File: config.mk
export PLATFORM = sky130hd
export DESIGN_NAME = write_buffer
export DESIGN_NICKNAME = d
export VERILOG_FILES = /design/src/wbuf_pkg.sv /design/src/entry_cam.sv /design/src/entry_regfile.sv /design/src/ring_pointer.sv /design/src/wbuf_ctrl.sv /design/src/wbuf_datapath.sv /design/src/write_buffer.sv
export SDC_FILE = /design/constraint.sdc
export NUM_CORES = 1
export LEC_CHECK = 0
export BUFFER_PORTS_ARGS = -buffer_cell sky130_fd_sc_hd__buf_4
export CORE_MARGIN = 2
export CORE_UTILIZATION = 40
export DETAILED_ROUTE_END_ITERATION = 8
export PLACE_DENSITY_LB_ADDON = 0.2
export SETUP_SLACK_MARGIN = 0.3
export SYNTH_ARGS = -nofsm -noshare
export SYNTH_HDL_FRONTEND = slang
export SYNTH_SLANG_ARGS = --single-unit
File: constraint.sdc
create_clock -name phi1 -period 3.1 [get_ports phi1]
set_clock_uncertainty 0.2 [all_clocks]
set_input_delay 0.155 -clock phi1 [delete_from_list [all_inputs] [get_ports phi1]]
set_output_delay 0.155 -clock phi1 [all_outputs]
set_load 0.02 [all_outputs]
File: src/wbuf_pkg.sv
//////////////////////////////////////////////////////////////////////
// shared widths, types and bus structs for the write buffer
// every write buffer module imports this package in its header
//////////////////////////////////////////////////////////////////////

package wbuf_pkg;

  // buffer geometry
  localparam int ENTRIES = 4;
  localparam int ADDR_W  = 8;
  localparam int DATA_W  = 8;
  // occupancy count, must hold 0..ENTRIES
  localparam int CNT_W   = 3;

  typedef logic [ADDR_W-1:0]  addr_t;
  typedef logic [DATA_W-1:0]  data_t;
  // one-hot or zero entry select
  typedef logic [ENTRIES-1:0] line_t;
  typedef logic [CNT_W-1:0]   count_t;

  // operation picked for one cycle
  typedef enum logic [2:0] {
    OP_NONE,
    OP_WR_HIT,
    OP_WR_ALLOC,
    OP_RD,
    OP_DRAIN
  } wb_op_t;

  // request from the cache, wr and rd never high together
  typedef struct packed {
    logic  wr;
    logic  rd;
    addr_t addr;
    data_t data;
  } cache_req_t;

  // read response back to the cache
  typedef struct packed {
    logic  valid;
    logic  hit;
    data_t data;
  } cache_rsp_t;

  // single-cycle write to system memory
  typedef struct packed {
    logic  valid;
    addr_t addr;
    data_t data;
  } mem_wr_t;

endpackage

File: src/entry_cam.sv
//////////////////////////////////////////////////////////////////////
// tag and valid storage for every buffer entry
// gives a combinational match vector of valid entries whose tag
// equals the lookup address; tags and valid bits change at the edge
//////////////////////////////////////////////////////////////////////

`timescale 1ns/1ns

module entry_cam
  import wbuf_pkg::*;
(
  input  logic  phi1,
  input  logic  rst_n,
  input  addr_t lookup_addr,
  input  line_t wr_lines,
  input  logic  wr_tag,
  input  logic  set_valid,
  input  line_t clr_lines,
  output addr_t tags_out [ENTRIES],
  output line_t match_lines
);

  addr_t tags [ENTRIES];
  line_t valid;

  //////////////////////////////////////////////////////////////////////
  // storage
  //////////////////////////////////////////////////////////////////////

  // tag words, written with the lookup address on allocation
  always_ff @(posedge phi1)
  begin
    for (int i = 0; i < ENTRIES; i++)
    begin
      if (wr_tag && wr_lines[i])
        tags[i] <= lookup_addr;
    end
  end

  // valid bits
  always_ff @(posedge phi1 or negedge rst_n)
  begin
    if (!rst_n)
    begin
      valid <= '0;
    end
    else
    begin
      // set on allocate, clear on drain; never the same entry at once
      if (set_valid)
        valid <= (valid | wr_lines) & ~clr_lines;
      else
        valid <= valid & ~clr_lines;
    end
  end

  //////////////////////////////////////////////////////////////////////
  // associative lookup
  //////////////////////////////////////////////////////////////////////

  always_comb
  begin
    for (int i = 0; i < ENTRIES; i++)
    begin
      // stale tags in empty slots are masked off here
      match_lines[i] = valid[i] && (tags[i] == lookup_addr);
    end
  end

  // head tag is picked in the datapath
  assign tags_out = tags;

endmodule

File: src/entry_regfile.sv
//////////////////////////////////////////////////////////////////////
// data words of the buffer entries
// one write port and one read port, each selected by one-hot lines;
// the read port gives zero when no line is selected
//////////////////////////////////////////////////////////////////////

`timescale 1ns/1ns

module entry_regfile
  import wbuf_pkg::*;
(
  input  logic  phi1,
  input  logic  rst_n,
  input  line_t wr_lines,
  input  data_t wr_data,
  input  logic  wr_en,
  input  line_t rd_lines,
  output data_t rd_data
);

  data_t words [ENTRIES];

  // write port
  always_ff @(posedge phi1 or negedge rst_n)
  begin
    if (!rst_n)
    begin
      for (int i = 0; i < ENTRIES; i++)
        words[i] <= '0;
    end
    else if (wr_en)
    begin
      for (int i = 0; i < ENTRIES; i++)
      begin
        if (wr_lines[i])
          words[i] <= wr_data;
      end
    end
  end

  // read port, and-or mux over the one-hot lines
  always_comb
  begin
    rd_data = '0;
    for (int i = 0; i < ENTRIES; i++)
    begin
      if (rd_lines[i])
        rd_data = rd_data | words[i];
    end
  end

endmodule

File: src/ring_pointer.sv
//////////////////////////////////////////////////////////////////////
// one-hot rotating entry pointer
// instanced twice in the datapath, once as head and once as tail
//////////////////////////////////////////////////////////////////////

`timescale 1ns/1ns

module ring_pointer
  import wbuf_pkg::*;
(
  input  logic  phi1,
  input  logic  rst_n,
  input  logic  shift,
  output line_t lines
);

  // starts at entry 0, rotates up by one per shift cycle
  always_ff @(posedge phi1 or negedge rst_n)
  begin
    if (!rst_n)
    begin
      lines <= line_t'(1);
    end
    else if (shift)
    begin
      // top entry wraps back to entry 0
      lines <= {lines[ENTRIES-2:0], lines[ENTRIES-1]};
    end
  end

endmodule

File: src/wbuf_ctrl.sv
//////////////////////////////////////////////////////////////////////
// write buffer controller
// picks one operation per cycle by fixed priority and tracks the
// number of occupied entries; combinational apart from the count
//////////////////////////////////////////////////////////////////////

`timescale 1ns/1ns

module wbuf_ctrl
  import wbuf_pkg::*;
(
  input  logic       phi1,
  input  logic       rst_n,
  input  cache_req_t req,
  input  logic       match,
  input  logic       mem_ready,
  output wb_op_t     op,
  output logic       busy
);

  count_t count;
  logic   full;
  logic   empty;

  assign full  = (count == count_t'(ENTRIES));
  assign empty = (count == '0);

  //////////////////////////////////////////////////////////////////////
  // operation choice
  //////////////////////////////////////////////////////////////////////

  always_comb
  begin
    op   = OP_NONE;
    busy = 1'b0;
    if (req.wr)
    begin
      // cache write always wins the cycle
      if (match)
        op = OP_WR_HIT;
      else if (!full)
        op = OP_WR_ALLOC;
      else
        // miss on full buffer, cache holds and retries
        busy = 1'b1;
    end
    else if (req.rd)
    begin
      op = OP_RD;
    end
    else if (!empty && mem_ready)
    begin
      // drain only in otherwise idle cycles
      op = OP_DRAIN;
    end
  end

  //////////////////////////////////////////////////////////////////////
  // occupancy
  //////////////////////////////////////////////////////////////////////

  always_ff @(posedge phi1 or negedge rst_n)
  begin
    if (!rst_n)
    begin
      count <= '0;
    end
    else
    begin
      // alloc and drain are exclusive, so one step at most
      case (op)
        OP_WR_ALLOC: count <= count + count_t'(1);
        OP_DRAIN:    count <= count - count_t'(1);
        default:     count <= count;
      endcase
    end
  end

endmodule

File: src/wbuf_datapath.sv
//////////////////////////////////////////////////////////////////////
// write buffer datapath
// head and tail pointers, tag CAM and data register file; steers
// the entry lines from the op and registers the cache response and
// the memory write for one cycle
//////////////////////////////////////////////////////////////////////

`timescale 1ns/1ns

module wbuf_datapath
  import wbuf_pkg::*;
(
  input  logic       phi1,
  input  logic       rst_n,
  input  cache_req_t req,
  input  wb_op_t     op,
  output logic       match,
  output cache_rsp_t rsp,
  output mem_wr_t    mem
);

  line_t head_lines;
  line_t tail_lines;
  line_t match_lines;
  line_t wr_lines;
  line_t rd_lines;
  line_t clr_lines;
  addr_t tags [ENTRIES];
  addr_t head_tag;
  data_t rd_data;
  logic  do_alloc;
  logic  do_write;
  logic  do_drain;

  assign do_alloc = (op == OP_WR_ALLOC);
  assign do_write = (op == OP_WR_HIT) || do_alloc;
  assign do_drain = (op == OP_DRAIN);

  //////////////////////////////////////////////////////////////////////
  // storage
  //////////////////////////////////////////////////////////////////////

  // head moves on drains, tail on allocations
  ring_pointer i_head (
    .phi1  (phi1),
    .rst_n (rst_n),
    .shift (do_drain),
    .lines (head_lines)
  );

  ring_pointer i_tail (
    .phi1  (phi1),
    .rst_n (rst_n),
    .shift (do_alloc),
    .lines (tail_lines)
  );

  entry_cam i_cam (
    .phi1        (phi1),
    .rst_n       (rst_n),
    .lookup_addr (req.addr),
    .wr_lines    (wr_lines),
    .wr_tag      (do_alloc),
    .set_valid   (do_alloc),
    .clr_lines   (clr_lines),
    .tags_out    (tags),
    .match_lines (match_lines)
  );

  entry_regfile i_regfile (
    .phi1     (phi1),
    .rst_n    (rst_n),
    .wr_lines (wr_lines),
    .wr_data  (req.data),
    .wr_en    (do_write),
    .rd_lines (rd_lines),
    .rd_data  (rd_data)
  );

  //////////////////////////////////////////////////////////////////////
  // line steering
  //////////////////////////////////////////////////////////////////////

  assign match = |match_lines;

  // merge writes over the matching slot, fresh writes go to tail
  assign wr_lines  = (op == OP_WR_HIT) ? match_lines :
                     do_alloc          ? tail_lines  : '0;
  // a read miss selects nothing, which reads back zero
  assign rd_lines  = (op == OP_RD) ? match_lines :
                     do_drain      ? head_lines  : '0;
  assign clr_lines = do_drain ? head_lines : '0;

  // tag of the head entry for the memory address
  always_comb
  begin
    head_tag = '0;
    for (int i = 0; i < ENTRIES; i++)
    begin
      if (head_lines[i])
        head_tag = head_tag | tags[i];
    end
  end

  //////////////////////////////////////////////////////////////////////
  // output registers
  //////////////////////////////////////////////////////////////////////

  always_ff @(posedge phi1 or negedge rst_n)
  begin
    if (!rst_n)
    begin
      rsp <= '0;
      mem <= '0;
    end
    else
    begin
      // both pulse for a single cycle
      rsp.valid <= (op == OP_RD);
      rsp.hit   <= (op == OP_RD) && match;
      rsp.data  <= (op == OP_RD) ? rd_data : '0;
      mem.valid <= do_drain;
      mem.addr  <= do_drain ? head_tag : '0;
      mem.data  <= do_drain ? rd_data : '0;
    end
  end

endmodule

File: src/write_buffer.sv
//////////////////////////////////////////////////////////////////////
// write buffer top level, between a write-through cache and memory
// four merging entries drained to memory in allocation order
//////////////////////////////////////////////////////////////////////

`timescale 1ns/1ns

module write_buffer
  import wbuf_pkg::*;
(
  input  logic       phi1,
  input  logic       rst_n,
  input  cache_req_t cache_req,
  input  logic       mem_ready,
  output logic       busy,
  output cache_rsp_t cache_rsp,
  output mem_wr_t    mem_wr
);

  // controller to datapath
  wb_op_t op;
  // datapath to controller
  logic   match;

  wbuf_ctrl i_ctrl (
    .phi1      (phi1),
    .rst_n     (rst_n),
    .req       (cache_req),
    .match     (match),
    .mem_ready (mem_ready),
    .op        (op),
    .busy      (busy)
  );

  wbuf_datapath i_datapath (
    .phi1  (phi1),
    .rst_n (rst_n),
    .req   (cache_req),
    .op    (op),
    .match (match),
    .rsp   (cache_rsp),
    .mem   (mem_wr)
  );

endmodule

# After elaboration in Yosys (flattened, before gate mapping)
# Cells that the tools add are included.
[totals]
ff_bits = 106
word_cells = 83
[op_classes]
n_addsub = 2
eq_ne = 9
n_mux = 25
bitwise = 10
n_reduce_logical = 19
[ops]
columns = ["operator", "n"]
rows = [
  ["$mux W8", 11],
  ["$or A8 B8 Y8", 6],
  ["$eq A8 B8 Y1", 4],
  ["$mux W4", 5],
  ["$mux W3", 4],
  ["$logic_and A1 B1 Y1", 10],
  ["$and A4 B4 Y4", 2],
  ["$reduce_and A2 Y1", 4],
  ["$eq A3 B2 Y1 const B", 2],
  ["$eq A3 B3 Y1 const B", 2],
  ["$pmux W3 S2", 1],
  ["$not A4 Y4", 1],
  ["$or A4 B4 Y4", 1],
  ["$reduce_or A4 Y1", 1],
  ["$add A3 B1 Y3 const B", 1],
  ["$eq A3 B1 Y1 const B", 1],
  ["$logic_not A3 Y1", 1],
  ["$mux W1", 3],
  ["$sub A3 B1 Y3 const B", 1],
  ["$mux W2", 1],
  ["$reduce_bool A2 Y1", 1],
  ["$logic_not A1 Y1", 1],
  ["$logic_or A1 B1 Y1", 1],
]

# Depth between registers and ports, before layout
[logic_depth]
word_depth = 17
ltp_mapped = 9
depth_no_buf = 6

# Hierarchy
# A second synthesis with hierarchy kept.
[hier_totals]
cells_unflattened = 341
hier_area_um2 = 4647.0
[by_module_without_submodules]
columns = ["mod", "n_inst", "cells_each", "area_per_inst_um2", "seq_area_each_um2"]
rows = [
  ["entry_cam", 1, 104, 1594.0, 1061.0],
  ["entry_regfile", 1, 96, 1351.3, 800.8],
  ["wbuf_datapath", 1, 104, 1184.9, 675.6],
  ["ring_pointer", 2, 8, 146.4, 101.3],
  ["wbuf_ctrl", 1, 21, 224.0, 75.1],
]

# Least setup slack after synthesis
# OpenSTA, ideal clock, no wires.
[synth_timing]
path_type = "register -> register"
from = "register i_ctrl.count[1]"
to = "register i_ctrl.count[2]"
setup_time_ps = 78
arrival_ps = 2196
required_time_ps = 2822
setup_slack_ps = 627
path_stages_with_launch = 8
n_path_buf = 2
synth_period_minus_slack_ps = 2473
cell_sequence = "dfrtp_1 -> o311ai_0 -> clkbuf_1 -> buf_2 -> fa_1 -> nor2_1 -> a32o_1 -> a21oi_1"
[synth_via]
elab_chain_len = 8
elab_cells_between_ends = 15
[synth_rtl]
columns = ["item", "line_no", "text"]
rows = [
  ["start: declaration", "wbuf_ctrl.sv:21", "count_t count;"],
  ["start signal: assignment", "wbuf_ctrl.sv:72", "OP_WR_ALLOC: count <= count + count_t'(1);"],
  ["start signal: assignment", "wbuf_ctrl.sv:73", "OP_DRAIN: count <= count - count_t'(1);"],
  ["start signal: assignment", "wbuf_ctrl.sv:74", "default: count <= count;"],
  ["$logic_not A3 Y1", "wbuf_ctrl.sv:26", "assign empty = (count == '0);"],
  ["$logic_not A1 Y1", "wbuf_ctrl.sv:51", "else if (!empty && mem_ready)"],
  ["$logic_and A1 B1 Y1", "wbuf_ctrl.sv:51", ""],
  ["$mux W3", "wbuf_ctrl.sv:51", ""],
  ["$mux W3", "wbuf_ctrl.sv:47", "else if (req.rd)"],
  ["$mux W3", "wbuf_ctrl.sv:36", "if (req.wr)"],
  ["$eq A3 B3 Y1 or $eq A3 B2 Y1 (tied branches)", "wbuf_ctrl.sv:71", "case (op)"],
  ["$pmux W3 S2 or $reduce_bool A2 Y1 (tied branches)", "n/a", ""],
]
# Several ways; a longest one is shown, not always the timed one.
# A chain may end at the register's enable or synchronous reset.

# Worst setup path after layout
[layout_timing]
from = "input port cache_req[8] (netlist name)"
to = "register i_datapath.i_cam.tags, in the netlist i_datapath.i_cam.tags_out[8] (enable)"
[layout_via]
elab_chain_len = 9
elab_cells_between_ends = 16
[layout_rtl]
columns = ["item", "line_no", "text"]
rows = [
  ["start: declaration", "write_buffer.sv:13", "input cache_req_t cache_req,"],
  ["$eq A8 B8 Y1", "entry_cam.sv:66", "match_lines[i] = valid[i] && (tags[i] == lookup_addr);"],
  ["$logic_and A1 B1 Y1", "entry_cam.sv:66", ""],
  ["$reduce_or A4 Y1", "wbuf_datapath.sv:84", "assign match = |match_lines;"],
  ["$mux W3", "wbuf_ctrl.sv:39", "if (match)"],
  ["$mux W3", "wbuf_ctrl.sv:36", ""],
  ["$eq A3 B2 Y1", "wbuf_datapath.sv:35", "assign do_alloc = (op == OP_WR_ALLOC);"],
  ["$mux W4", "wbuf_datapath.sv:88", "do_alloc ? tail_lines : '0;"],
  ["$mux W4", "wbuf_datapath.sv:87", "assign wr_lines = (op == OP_WR_HIT) ? match_lines :"],
  ["$logic_and A1 B1 Y1 *", "entry_cam.sv:35", "if (wr_tag && wr_lines[i])"],
  ["end signal: indexed assignment", "entry_cam.sv:36", "tags[i] <= lookup_addr;"],
  ["end: declaration", "entry_cam.sv:23", "addr_t tags [ENTRIES];"],
]
# Mark *: on every way between the ends. The rest lies on a longest branch, timed or not.

==> reports/metrics.cfg <==
[outcome]
status = finished clean

[yosys]
netlist_area_um2 = 4700
synthDistinctLibCells = 38
synth_area_per_cell_um2 = 13.6
synth-seq-cells = 106
yosysSeqAreaShare_pct = 59.8
synthArstFlopShare_pct = 69.8
synth_warnings = 0
syn-num-nets = 368
synthCells = 346
synth_edf_count = 32
synth_top_flop_cell = dfrtp_1

[setup_path]
cpMaxStageDelayCell = and3_1
cp.depth = 8
critPathMaxStageDelay_ns = 0.61
worstSetupStartpointType = primary input
end_kind = flop
cp_max_fo = 12
worstPathArrival_ns = 2.41
critical_path_class = in -> reg
reg2regPathDepth = 6
path_delay_family = simple AND/OR/NAND/NOR gates
path_buf_inv = 3
cp_data_required_time_ns = 2.89
cp_cell_sequence = dlygate4sd3_1, buf_4, xnor2_1, nand3_1, nor3_2, buf_4, nor3_2, and3_1

[pwr]
intPower_uw = 2110
switchingPower_uw = 678
power_density_nw_per_um2 = 501
worst_ir_drop_vdd_mv = 0.460
p_leak_uw = 0.00238
seqPwrFrac_pct = 53.2
combPwrFrac_pct = 9.0
pwr-share-clk_pct = 37.8
switching_share_pct = 24.3

[hold_path]
hold_class = in -> reg
holdPathStages = 3

[route]
finalWirelength_mm = 10.6
first_iter_violations = 191
viasPerCell = 5.39
drc = 0
num_vias = 2972
ant_nets = 0
drt-pass1-iter-count = 5
avgRoutedWirePerCell_um = 19.2

[timing]
worst_pin_slew_ns = 0.946
setup_violations = 0
hold_violations = 0
post-route-period-util_pct = 84.7
relSlewSlack_pct = 37.0
min_period_ns = 2.63
fmax_mhz = 381
rsz0062_at_grt = no
setup_tns_ns = 0
report.final.slew_viol_count = 0

[floorplanning]
rows = 39
design.core.area_um2 = 11500
die_area_um2 = 12600
num_io_pins = 49
initial_core_util_pct = 41.0
die-height_um = 112
die_w_um = 112

[global_route]
grtUsageTotal_pct = 17.7
antenna_found_initial = 0
grt_pass1_wl_mm = 17.1
grt_pass1_vias = 3180
grt_max_degree = 75
grt.overflow.total = 0

[layout]
design_area_um2 = 5570
antennaDiodeCount = 0
nets = 425
drive_gt1_share_pct = 28.9
area_growth_pct = 18.3
final_cell_mix = dfrtp_1 (72), buf_4 (53), a22oi_1 (37), xnor2_1 (32), edfxtp_1 (32)
final_common_cell = dfrtp_1

[clocking]
clk-insertion-delay-late_ns = 0.35
post-cts-setup-buffers = 0
clock-sinks = 106
cts_inserted_buffers = 9
root_buffer = clkbuf_16
htree_levels = 3
clkSlewWorstSetupHoldPaths_ns = 0.07
tritoncts = built
cts.path.max_buffers = 2

[placement]
io_buffers = 48
dpl_cell_area_um2 = 5110
place.gp.congestion = 0.781
dp_hpwl_mm = 6.63

[run]
maxCapViolCount = 0

[metal layers]
layer  vias to the layer above  routed length [um]  global-route usage [%]
li1                       1379                   -                       -
met1                      1503                4640                    22.0
met2                        84                5400                    30.2
met3                         6                 446                    5.24
met4                         0                  87                    5.20
met5                         -                   0                       0
[metrics by stage]
stage / util [%] / power (uW) / setup slack (ns) / instances / hold WS, ns
after detailed placement: 44.6 / 1750 / 0.574 / 518 / 0.168
final: 48.5 / 2790 / 0.475 / 551 / 0.0673
after global placement: 44.6 / 1740 / 0.580 / 518 / 0.156
after floorplan: - / 1660 / 0.627 / 346 / -0.341
after global routing: 48.5 / 2910 / 0.352 / 551 / 0.0666
after CTS: 48.5 / 2820 / 0.388 / 551 / 0.0480
[sequential cells by signal, indices dropped and copies added, names as in the netlist]
name                        count
i_datapath.i_cam.tags_out      32
i_datapath.i_regfile.words     32
i_datapath.mem                 17
i_datapath.rsp                 10
i_datapath.i_cam.valid          4
i_datapath.i_head.lines         4
i_datapath.i_tail.lines         4
i_ctrl.count                    3
[logic make-up after synthesis]
logic type | after synthesis | share of synthesized area, %
buffers and inverters | 28 | 4.02
multiplexers | 37 | 9.95
flip-flops | 106 | 59.8
adder cells (fa/ha/maj) | 1 | 0.426
AND/OR/NAND/NOR | 55 | 6.49
XOR/XNOR | 32 | 5.96
AO/OA/AOI/OAI | 87 | 13.3
[synthesized netlist by cell type, types with 2 or more instances]
master	instances	area, um^2
a22oi_2	2	25.0
mux2_4	14	210
mux2_2	20	225
a31oi_1	5	31.3
nor2b_1	3	18.8
nor2_1	5	18.8
and3_1	4	25.0
nand3_1	4	20.0
a22oi_1	37	278
clkbuf_1	11	41.3
buf_4	2	15.0
dfrtp_1	72	1800
edfxtp_1	32	961
nor3_2	5	50.1
dfstp_2	2	52.6
nor3b_2	2	25.0
a21oi_1	28	140
mux2_1	2	22.5
inv_1	3	11.3
xnor2_1	32	280
a22oi_4	2	42.5
a222oi_1	3	30.0
nand4_1	4	25.0
nand2_1	24	90.1
buf_6	10	113
a21o_1	6	45.0
[timing repair]
| item | CTS | global route |
|---|---|---|
| hold buffers | 17 | 0 |
| endpoints found under the hold margin | 136 | 0 |
| resized for setup | 0 | 1 |
| setup endpoints to repair | 0 | 1 |
[path summary, 6_finish.rpt]
kind | from | to | slack, ns
worst min-delay path | cache_req[17] | i_ctrl.count[2] | 0.07
worst max register to register | i_datapath.i_cam.tags_out[28] | i_datapath.i_cam.tags_out[8] | 0.56
worst max-delay path | cache_req[8] | i_datapath.i_cam.tags_out[8] | 0.47
max in group asynchronous | rst_n | i_datapath.i_regfile.words[3] | 1.80
worst min register to register | i_datapath.i_cam.valid[3] | i_datapath.i_cam.valid[3] | 0.28
min in group asynchronous | rst_n | i_datapath.rsp[9] | 0.30
[worst min-delay path: stages]
cell	delay, ns
buf_4	0.19
a32o_1	0.18
a21oi_1	0.06
[cell type report]
| class | count | area (um^2) |
|---|---|---|
| sequential | 106 | 2820 |
| tap | 143 | 179 |
| timing repair buffer | 70 | 568 |
| clock buffer | 9 | 225 |
| fill | 1024 | 5900 |
| inverter | 4 | 15.0 |
| multi-input combinational | 212 | 1720 |
| clock inverter | 7 | 46.3 |
[power by group through the flow]
| stage | clock [uW] | combinational, uW | sequential [uW] |
|---|---|---|---|
| after CTS | 1080 | 255 | 1480 |
| after floorplan | 0 | 154 | 1510 |
| after detailed placement | 0 | 238 | 1510 |
| final | 1050 | 250 | 1480 |
| after global placement | 0 | 232 | 1510 |
| after global routing | 1150 | 277 | 1490 |
Power figures use the tool's default switching activity.
